$ cat src/source/resizer_pkg.sv
// Shared widths, header field types and register map for the stream packet resizer
package resizer_pkg;

   // Payload and sideband types
   typedef logic [31:0]  data_t;      // One stream beat
   typedef logic [127:0] header_t;    // Full sideband header
   typedef logic [1:0]   pkt_type_t;  // Packet type field
   typedef logic [11:0]  seq_t;       // Sequence number
   typedef logic [15:0]  len_t;       // Length field
   typedef logic [15:0]  sid_t;       // Stream address, source or destination
   typedef logic [63:0]  time_t;      // Timestamp
   typedef logic [15:0]  size_t;      // Byte count and packet size

   // Header layout, time sits at the bottom from bit 0
   localparam int HDR_TYPE_MSB = 127;
   localparam int HDR_TSI_BIT  = 125;  // Time-stamp flag
   localparam int HDR_EOB_BIT  = 124;  // End of burst
   localparam int HDR_SEQ_LSB  = 112;
   localparam int HDR_LEN_LSB  = 96;
   localparam int HDR_SRC_LSB  = 80;
   localparam int HDR_DST_LSB  = 64;

   // Stream geometry
   localparam int BYTES_PER_BEAT = 4;  // Byte advance per beat

   // Settings bus
   localparam int SET_ADDR_W = 8;
   localparam int SET_DATA_W = 32;

   // Register map
   localparam int REG_BASE     = 0;
   localparam int REG_DEST     = REG_BASE;      // Outgoing destination
   localparam int REG_PKT_SIZE = REG_BASE + 1;  // Packet size in bytes

endpackage
$ cat src/source/stream_if.sv
// Valid/ready stream with header sideband, used between the resizer stages
`timescale 1ns/1ps

interface stream_if;

   resizer_pkg::data_t   tdata;   // Payload beat
   resizer_pkg::header_t tuser;   // Sideband header
   logic                 tlast;   // Packet end
   logic                 tvalid;
   logic                 tready;

   // Beat producer
   modport source (
      output tdata,
      output tuser,
      output tlast,
      output tvalid,
      input  tready
   );

   // Beat consumer
   modport sink (
      input  tdata,
      input  tuser,
      input  tlast,
      input  tvalid,
      output tready
   );

endinterface

$ cat src/source/resizer_top.sv
// Top level of the packet resizer path, settings decode, resizer and sequence stamper
`timescale 1ns/1ps

module resizer_top (
   input  logic                                clk,
   input  logic                                reset,

   // Settings bus
   input  logic                                i_set_stb,
   input  logic [resizer_pkg::SET_ADDR_W-1:0] i_set_addr,
   input  logic [resizer_pkg::SET_DATA_W-1:0] i_set_data,

   // Input stream
   input  resizer_pkg::data_t                  i_tdata,
   input  resizer_pkg::header_t                i_tuser,
   input  logic                                i_tlast,
   input  logic                                i_tvalid,
   output logic                                i_tready,

   // Output stream
   output resizer_pkg::data_t                  o_tdata,
   output resizer_pkg::header_t                o_tuser,
   output logic                                o_tlast,
   output logic                                o_tvalid,
   input  logic                                o_tready
);

   resizer_pkg::sid_t  dest;       // Programmed destination
   resizer_pkg::size_t pkt_size;   // Programmed packet size

   stream_if in_s ();    // Ports into the resizer
   stream_if mid_s ();   // Resizer into the stamper

   // Input ports onto the first stream
   assign in_s.tdata  = i_tdata;
   assign in_s.tuser  = i_tuser;
   assign in_s.tlast  = i_tlast;
   assign in_s.tvalid = i_tvalid;
   assign i_tready    = in_s.tready;

   resizer_settings u_settings (
      .clk        (clk),
      .reset      (reset),
      .i_set_stb  (i_set_stb),
      .i_set_addr (i_set_addr),
      .i_set_data (i_set_data),
      .o_dest     (dest),
      .o_pkt_size (pkt_size)
   );

   packet_resizer u_resizer (
      .clk        (clk),
      .reset      (reset),
      .i_dest     (dest),
      .i_pkt_size (pkt_size),
      .i_s        (in_s.sink),
      .o_s        (mid_s.source)
   );

   // Stamper drives the output ports directly
   seq_stamper u_stamper (
      .clk              (clk),
      .reset            (reset),
      .i_s              (mid_s.sink),
      .o_stamped_tdata  (o_tdata),
      .o_stamped_tuser  (o_tuser),
      .o_stamped_tlast  (o_tlast),
      .o_stamped_tvalid (o_tvalid),
      .i_stamped_tready (o_tready)
   );

endmodule

$ cat src/source/seq_stamper.sv
// Sequence stamper that numbers the packets of each burst from zero
`timescale 1ns/1ps

module seq_stamper (
   input  logic                 clk,
   input  logic                 reset,
   stream_if.sink               i_s,
   output resizer_pkg::data_t   o_stamped_tdata,
   output resizer_pkg::header_t o_stamped_tuser,
   output logic                 o_stamped_tlast,
   output logic                 o_stamped_tvalid,
   input  logic                 i_stamped_tready
);

   resizer_pkg::seq_t    seq_cnt;    // Packet number within burst
   resizer_pkg::header_t hdr;
   logic                 beat_done;
   logic                 pkt_done;   // Last beat of a packet transfers
   logic                 eob;

   always_comb begin
      beat_done = i_s.tvalid && i_stamped_tready;
      pkt_done  = beat_done && i_s.tlast;
      eob       = i_s.tuser[resizer_pkg::HDR_EOB_BIT];
   end

   // Replace only the sequence field
   always_comb begin
      hdr = i_s.tuser;
      hdr[resizer_pkg::HDR_SEQ_LSB +: $bits(resizer_pkg::seq_t)] = seq_cnt;
   end

   assign o_stamped_tdata  = i_s.tdata;
   assign o_stamped_tuser  = hdr;
   assign o_stamped_tlast  = i_s.tlast;
   assign o_stamped_tvalid = i_s.tvalid;
   assign i_s.tready       = i_stamped_tready;

   always_ff @(posedge clk) begin
      if (reset) begin
         seq_cnt <= '0;
      end else if (pkt_done) begin
         if (eob) begin
            seq_cnt <= '0;            // New burst numbers from zero
         end else begin
            seq_cnt <= seq_cnt + 1'b1;  // Wraps at 12 bits
         end
      end
   end

   // Numbering moves only on a completed packet
   a_seq_hold : assert property (
      @(posedge clk) disable iff (reset)
      !pkt_done |=> $stable(seq_cnt)
   ) else $error("Sequence counter moved without a packet end");

endmodule

$ cat src/source/packet_resizer.sv
// Resizing core that cuts the stream into fixed-size packets and rewrites the header
`timescale 1ns/1ps

module packet_resizer (
   input  logic               clk,
   input  logic               reset,
   input  resizer_pkg::sid_t  i_dest,
   input  resizer_pkg::size_t i_pkt_size,
   stream_if.sink             i_s,
   stream_if.source           o_s
);

   // Incoming header fields
   resizer_pkg::pkt_type_t type_in;
   logic                   tsi_in;
   logic                   eob_in;
   resizer_pkg::seq_t      seq_in;
   resizer_pkg::len_t      len_in;
   resizer_pkg::sid_t      dst_in;
   resizer_pkg::time_t     time_in;

   // Rewritten flags and packet state
   logic                   tsi_out;
   logic                   eob_out;
   logic                   last_out;
   logic                   beat_done;        // Beat transfers this cycle
   logic                   first_of_burst;   // Next packet opens a burst
   resizer_pkg::size_t     count;            // Bytes already sent in packet
   resizer_pkg::size_t     count_next;

   // Split the sideband into its fields
   always_comb begin
      type_in = i_s.tuser[resizer_pkg::HDR_TYPE_MSB -: $bits(resizer_pkg::pkt_type_t)];
      tsi_in  = i_s.tuser[resizer_pkg::HDR_TSI_BIT];
      eob_in  = i_s.tuser[resizer_pkg::HDR_EOB_BIT];
      seq_in  = i_s.tuser[resizer_pkg::HDR_SEQ_LSB +: $bits(resizer_pkg::seq_t)];
      len_in  = i_s.tuser[resizer_pkg::HDR_LEN_LSB +: $bits(resizer_pkg::len_t)];
      dst_in  = i_s.tuser[resizer_pkg::HDR_DST_LSB +: $bits(resizer_pkg::sid_t)];
      time_in = i_s.tuser[$bits(resizer_pkg::time_t)-1:0];
   end

   always_comb begin
      tsi_out    = tsi_in && first_of_burst;   // Only first packet of burst
      eob_out    = eob_in && i_s.tlast;        // Only on the closing beat
      count_next = count + resizer_pkg::size_t'(resizer_pkg::BYTES_PER_BEAT);
      last_out   = (count_next == i_pkt_size) || eob_out;
      beat_done  = i_s.tvalid && o_s.tready;
   end

   // Straight through with zero latency
   assign o_s.tdata  = i_s.tdata;
   assign o_s.tvalid = i_s.tvalid;
   assign o_s.tlast  = last_out;
   assign i_s.tready = o_s.tready;

   // Old destination becomes the source. The incoming source is dropped
   assign o_s.tuser = {type_in, tsi_out, eob_out, seq_in, len_in,
                       dst_in, i_dest, time_in};

   always_ff @(posedge clk) begin
      if (reset) begin
         count <= '0;
      end else if (beat_done) begin
         count <= last_out ? '0 : count_next;   // Restart on every packet end
      end
   end

   always_ff @(posedge clk) begin
      if (reset) begin
         first_of_burst <= 1'b1;
      end else if (beat_done && last_out) begin
         first_of_burst <= eob_out;
      end
   end

   // A sane packet size is never overrun
   a_count_in_range : assert property (
      @(posedge clk) disable iff (reset)
      (i_s.tvalid && (i_pkt_size != '0) && (i_pkt_size[1:0] == 2'b00)) |->
         (count < i_pkt_size)
   ) else $error("Byte count %0d reached packet size %0d", count, i_pkt_size);

   // Stalled beats must be held by the producer
   a_stall_hold : assert property (
      @(posedge clk) disable iff (reset)
      (i_s.tvalid && !i_s.tready) |=>
         (i_s.tvalid && $stable(i_s.tdata) && $stable(i_s.tuser) && $stable(i_s.tlast))
   ) else $error("Input beat changed while stalled");

endmodule

$ cat src/source/resizer_settings.sv
// Settings bus decoder holding the destination and packet-size registers
`timescale 1ns/1ps

module resizer_settings (
   input  logic                                clk,
   input  logic                                reset,
   input  logic                                i_set_stb,
   input  logic [resizer_pkg::SET_ADDR_W-1:0] i_set_addr,
   input  logic [resizer_pkg::SET_DATA_W-1:0] i_set_data,
   output resizer_pkg::sid_t                   o_dest,
   output resizer_pkg::size_t                  o_pkt_size
);

   logic hit_dest;   // Write aimed at destination
   logic hit_size;   // Write aimed at packet size

   // Address decode
   always_comb begin
      hit_dest = i_set_stb &&
                 (i_set_addr == resizer_pkg::SET_ADDR_W'(resizer_pkg::REG_DEST));
      hit_size = i_set_stb &&
                 (i_set_addr == resizer_pkg::SET_ADDR_W'(resizer_pkg::REG_PKT_SIZE));
   end

   always_ff @(posedge clk) begin
      if (reset) begin
         o_dest <= '0;
      end else if (hit_dest) begin
         o_dest <= i_set_data[$bits(resizer_pkg::sid_t)-1:0];  // Low bits only
      end
   end

   always_ff @(posedge clk) begin
      if (reset) begin
         o_pkt_size <= '0;
      end else if (hit_size) begin
         o_pkt_size <= i_set_data[$bits(resizer_pkg::size_t)-1:0];
      end
   end

   // A single strobe may never land in both registers
   a_addr_distinct : assert property (
      @(posedge clk) disable iff (reset)
      i_set_stb |-> !(hit_dest && hit_size)
   ) else $error("Resizer register addresses overlap");

endmodule

$ cat config.mk
export PLATFORM = sky130hd
export DESIGN_NAME = resizer_top
export DESIGN_NICKNAME = d
export VERILOG_FILES = /design/src/source/resizer_pkg.sv /design/src/source/stream_if.sv /design/src/source/resizer_top.sv /design/src/source/seq_stamper.sv /design/src/source/packet_resizer.sv /design/src/source/resizer_settings.sv
export SDC_FILE = /design/constraint.sdc
export NUM_CORES = 1
export LEC_CHECK = 0
export BUFFER_PORTS_ARGS = -buffer_cell sky130_fd_sc_hd__buf_2
export CAP_MARGIN = 20
export CORE_AREA = 5 5 139 141
export DETAILED_ROUTE_END_ITERATION = 8
export DIE_AREA = 0 0 144 146
export SYNTH_ARGS = -nofsm -noshare
export SYNTH_HDL_FRONTEND = slang
export SYNTH_SLANG_ARGS = --single-unit
export TNS_END_PERCENT = 30
$ cat constraint.sdc
create_clock -name clk -period 6.9 [get_ports clk]
set_input_delay 0.345 -clock clk [delete_from_list [all_inputs] [get_ports clk]]
set_output_delay 0.345 -clock clk [all_outputs]
set_load 0.02 [all_outputs]
Word-level counts from Yosys, hierarchy flattened

Cells that the tools add are included.

Register bits: 61
Latch bits: 0
Memory bits (writable): 0
ROM bits: 0
Output and inout bits: 163
Word-level logic and storage cells: 19
Memories kept: 0

Add/sub/neg operators: 2
Multiply operators: 0
Div/mod/pow operators: 0
$lt $le $gt $ge: 0
Equal/unequal tests: 2
Shift-type cells: 0
Multiplexer cells: 2
Bitwise gates (word level): 0
Reductions and logical operators: 8

Operator list:

| operator                                                               | number |
|---|---|
| 16-bit by 3-bit adder with 16-bit output (second input constant)       | 1 |
| 16-bit equality test                                                   | 1 |
| 16-bit two-way mux                                                     | 1 |
| 12-bit by 1-bit adder with 12-bit output (second input constant)       | 1 |
| 12-bit two-way mux                                                     | 1 |
| 8-bit by 1-bit equality test with 1-bit output (second input constant) | 1 |
| 8-bit logical NOT                                                      | 1 |
| 1-bit logical AND                                                      | 6 |
| 1-bit logical OR                                                       | 1 |

Longest topological paths before layout

Word-level depth: 4
Gate-level depth with buffers: 10
Gate-level depth less buffers: 8

Cells and area by module

From an unflattened synthesis, not the netlist that was laid out.

Cells, all modules: 687
Area, all modules: 5758.0 µm²

Modules (own cells, without submodules):

| module           | times used | cells an instance | area each (µm²) |
|---|---|---|---|
| packet_resizer   | 1          | 345               | 2652.5 |
| seq_stamper      | 1          | 215               | 1707.9 |
| resizer_settings | 1          | 127               | 1397.6 |

Worst setup path after synthesis

OpenSTA, ideal clock, no wires.

Kind: flip-flop to flip-flop
Start: reg u_resizer.count[7]
End: reg u_stamper.seq_cnt[10]
Setup time: 0.074 ns
Arrival time: 2.504 ns
Required time: 6.826 ns
Slack: 4.322 ns
Stages on the path, launching flop included: 10
Clock period less this slack: 2.578 ns
Path through: dfxtp_1 > buf_4 > nand4_2 > nor4_1 > mux2_2 > a2111oi_2 > nand3_4 > buf_6 > or4_1 > a31oi_1

Longest elaborated chain between the ends: 4

Ends and longest elaborated chain:

| element                                  | line                 | source |
|---|---|---|
| from (decl)                              | packet_resizer.sv:28 | `resizer_pkg::size_t count;` |
| from (signal assigned)                   | packet_resizer.sv:64 | `count <= last_out ? '0 : count_next;` |
| 16-bit by 3-bit adder with 16-bit output | packet_resizer.sv:45 | `count_next = count + resizer_pkg::size_t'(resizer_pkg::BYTES_PER_BEAT);` |
| 16-bit equality test                     | packet_resizer.sv:46 | `last_out = (count_next == i_pkt_size) \|\| eob_out;` |
| 1-bit logical OR                         | packet_resizer.sv:46 |  |
| 1-bit logical AND                        | seq_stamper.sv:23    | `pkt_done = beat_done && i_s.tlast;` |
| to (signal assigned)                     | seq_stamper.sv:46    | `seq_cnt <= seq_cnt + 1'b1;` |
| to (decl)                                | seq_stamper.sv:15    | `resizer_pkg::seq_t seq_cnt;` |

Every way passes these cells.
A chain may end at the register's enable or synchronous reset.

Worst setup path after layout

Start: reg u_resizer.count[2]
End: out o_tlast

Longest elaborated chain between the ends: 3

Ends and longest elaborated chain:

| element                                  | line                 | source |
|---|---|---|
| 16-bit by 3-bit adder with 16-bit output | packet_resizer.sv:45 |  |
| 16-bit equality test                     | packet_resizer.sv:46 |  |
| 1-bit logical OR                         | packet_resizer.sv:46 |  |
| to (decl)                                | resizer_top.sv:23    | `output logic o_tlast,` |

Every way passes these cells.

==> results.cfg <==
[placed_design]
port_buffers = 64
dp_hpwl_um = 7220
pre_cts_slack_ps = 3760
place.gp.congestion = 0.825
placed_cell_area_um2 = 3530
place_inst = 619

[layout]
final_layout_size_suffix_gt1_share_pct = 22.2
utilization_pct = 21.5
stdcell_area_um2 = 3840
areaGrowthSynthToFinish_pct = -4.15
diodes = 0
final_cell_mix = buf_2, dfxtp_1, nor2_1
num-fill-cells = 1939
nNetsFinal = 609
stdcell_count = 634
final_common_cell = buf_2

[clocking]
clock_path_buffers = 2
cts_root_buf = clkbuf_16
cts_hold_buf = 0
clkSinkCount = 59
post-cts-setup-buffers = 0
clk_latency_ps = 330
cts_tree = built
cts_max_level = 3
cts-resized-gates = 0
cts_buffers = 9
clkTransAtPathRegs_ps = 50

[synthesis]
syn_nets = 686
postSynthCellCount = 478
synth-edff-count = 0
async_reset_ff_share_pct = 0
synth_cell_types = 48
ys.flop_type = dfxtp_1
syn_area_per_cell_um2 = 8.39
ys_ff_latch = 59
mappedNetlistArea_um2 = 4010
yosysWarnings = 0
seq_area_frac_synth_pct = 29.5

[sta]
slew-limit-headroom_pct = 29.0
period_share_pct = 49.7
fin_tns_setup_ps = 0
setup_viol = 0
fin_hold_ws_ps = 267
period_needed_ps = 3430
worst_slew_pin_slew_ps = 1060
rsz0062_at_grt = false
final_max_slew_viol_count = 0
finClkSkew_ps = 6.63
max_clock_freq_mhz = 292
fin_ws_ps = 3470
hold_viol_final = 0

[die]
core-area_um2 = 17800
boundaryPins = 369
initial_utilization_pct = 22.5
die_area_um2 = 21000
die_y_um = 146
die_x_um = 144
fp-row-count = 49

[worst_setup_path]
cp-endpoint = o_tlast
reg2reg_from = u_resizer.count[2]
cp.required_ps = 6550
r2r_slack_ps = 3740
critPathLaunchType = flop
cp-startpoint = u_resizer.count[2]
crit_path_max_fanout = 9
cp-end-kind = output pin
crit_type = reg2out
r2r_end = u_stamper.seq_cnt[9]
crit_arrival_ps = 3080
reg2reg_depth = 8

[detailed_routing]
drt_wl_total_um = 9570
drc_errors = 0
routed_via_density = 4.38
vias = 2779
drt_iter0_drc = 153
ant_nets = 0
wl_per_cell_um = 15.1
first_pass_iters = 4

[pwr]
finalPower_uw = 863
power_leakage_nw = 1.50
power_density_nw_per_um2 = 225
vdd_drop_max_v = 0.000156

[run]
max-cap-violations = 0

[outcome]
status = completed

[global_route]
grt_usage_pct = 9.18
antenna_found_initial = 0
grt_max_degree = 51
first_global_vias = 2797
grt_pass1_wl_um = 15300
grt_remaining_overflow = 0

[hold_path]
hold_depth = 3
hp-class = in2reg
## state kept, by name (all words and copies together) (netlist names)
| signal | count |
|---|---|
| u_stamper.seq_cnt | 12 |
| u_settings.o_pkt_size | 16 |
| u_settings.o_dest | 16 |
| u_resizer.first_of_burst | 1 |
| u_resizer.count | 14 |
## critical path, cell delays in order (launching register included)
cell,delay (ps)
dfxtp_1,480
ha_1,310
nand3_2,190
nor4_1,290
a211oi_1,100
a2111oi_2,650
a31oi_1,340
inv_1,180
buf_2,210
## worst min path at each step
stage / startpoint / to / slack, ps
6_report: i_set_data[0] / u_settings.o_pkt_size[0] / 270
5_1_grt: i_set_data[4] / u_settings.o_pkt_size[4] / 280
4_1_cts: i_set_data[0] / u_settings.o_pkt_size[0] / 260
3_5_place_dp: u_settings.o_dest[0] / u_settings.o_dest[0] / 480
3_3_place_gp: u_settings.o_dest[5] / u_settings.o_dest[5] / 470
2_1_floorplan: u_settings.o_pkt_size[4] / u_settings.o_pkt_size[4] / 460
## report_power, final
part           total, mW  switching [mW]  internal [mW]
Sequential         0.344         0.00169          0.342
Clock              0.479           0.155          0.324
Combinational     0.0408          0.0269         0.0139
## cells by family (layout without fill, tap and decap cells)
logic type / count (synthesis) / in the layout / synth area share (%)
muxes: 34 / 34 / 8.55
and+or+nand+nor: 148 / 148 / 19.8
xor gates and xnor gates: 21 / 21 / 4.59
DFF: 59 / 59 / 29.5
adders and majority gates: 2 / 2 / 0.624
AOI/OAI and AO/OA: 49 / 49 / 8.33
buffers and inverters: 165 / 92 / 28.7
## per-layer routing
metal | global-route usage (%) | share of wire [%] | up-vias
met1 | 10.0 | 38 | 1226
met5 | 0 | 0 | -
met3 | 3.58 | 10 | 71
li1 | - | - | 1363
met4 | 8.24 | 8.2 | 0
met2 | 13.5 | 43 | 119
## synthesized netlist by cell type, types with 3 or more instances
cell type,n,area (µm²)
nor3_1,5,25.0
a31oi_1,13,81.3
mux2i_1,32,320
o211ai_1,11,82.6
nor2_1,51,191
nor4_1,6,37.5
nor2b_1,3,18.8
and2_1,3,18.8
xnor2_1,11,96.3
clkbuf_1,11,41.3
o21ai_0,8,40.0
inv_1,11,41.3
buf_2,4,20.0
nand4_1,7,43.8
or4_1,11,82.6
buf_4,136,1020
nand3_1,11,55.1
a21oi_1,5,25.0
nand2_1,27,101
or3_1,4,25.0
xor2_1,10,87.6
nor4b_1,3,26.3
and4_1,4,35.0
dfxtp_1,59,1180
## layout make-up
cell class	count	area (µm²)	share of cell area (%)
sequential	59	1180	30.7
multi-input combinational	254	1680	43.7
inverter	11	41.3	1.07
clock buffer	11	243	6.32
timing repair buffer	66	335	8.72
tap	229	287	7.45
clock inverter	4	75.1	1.95
Note: power is estimated with default switching activity, not from simulation.
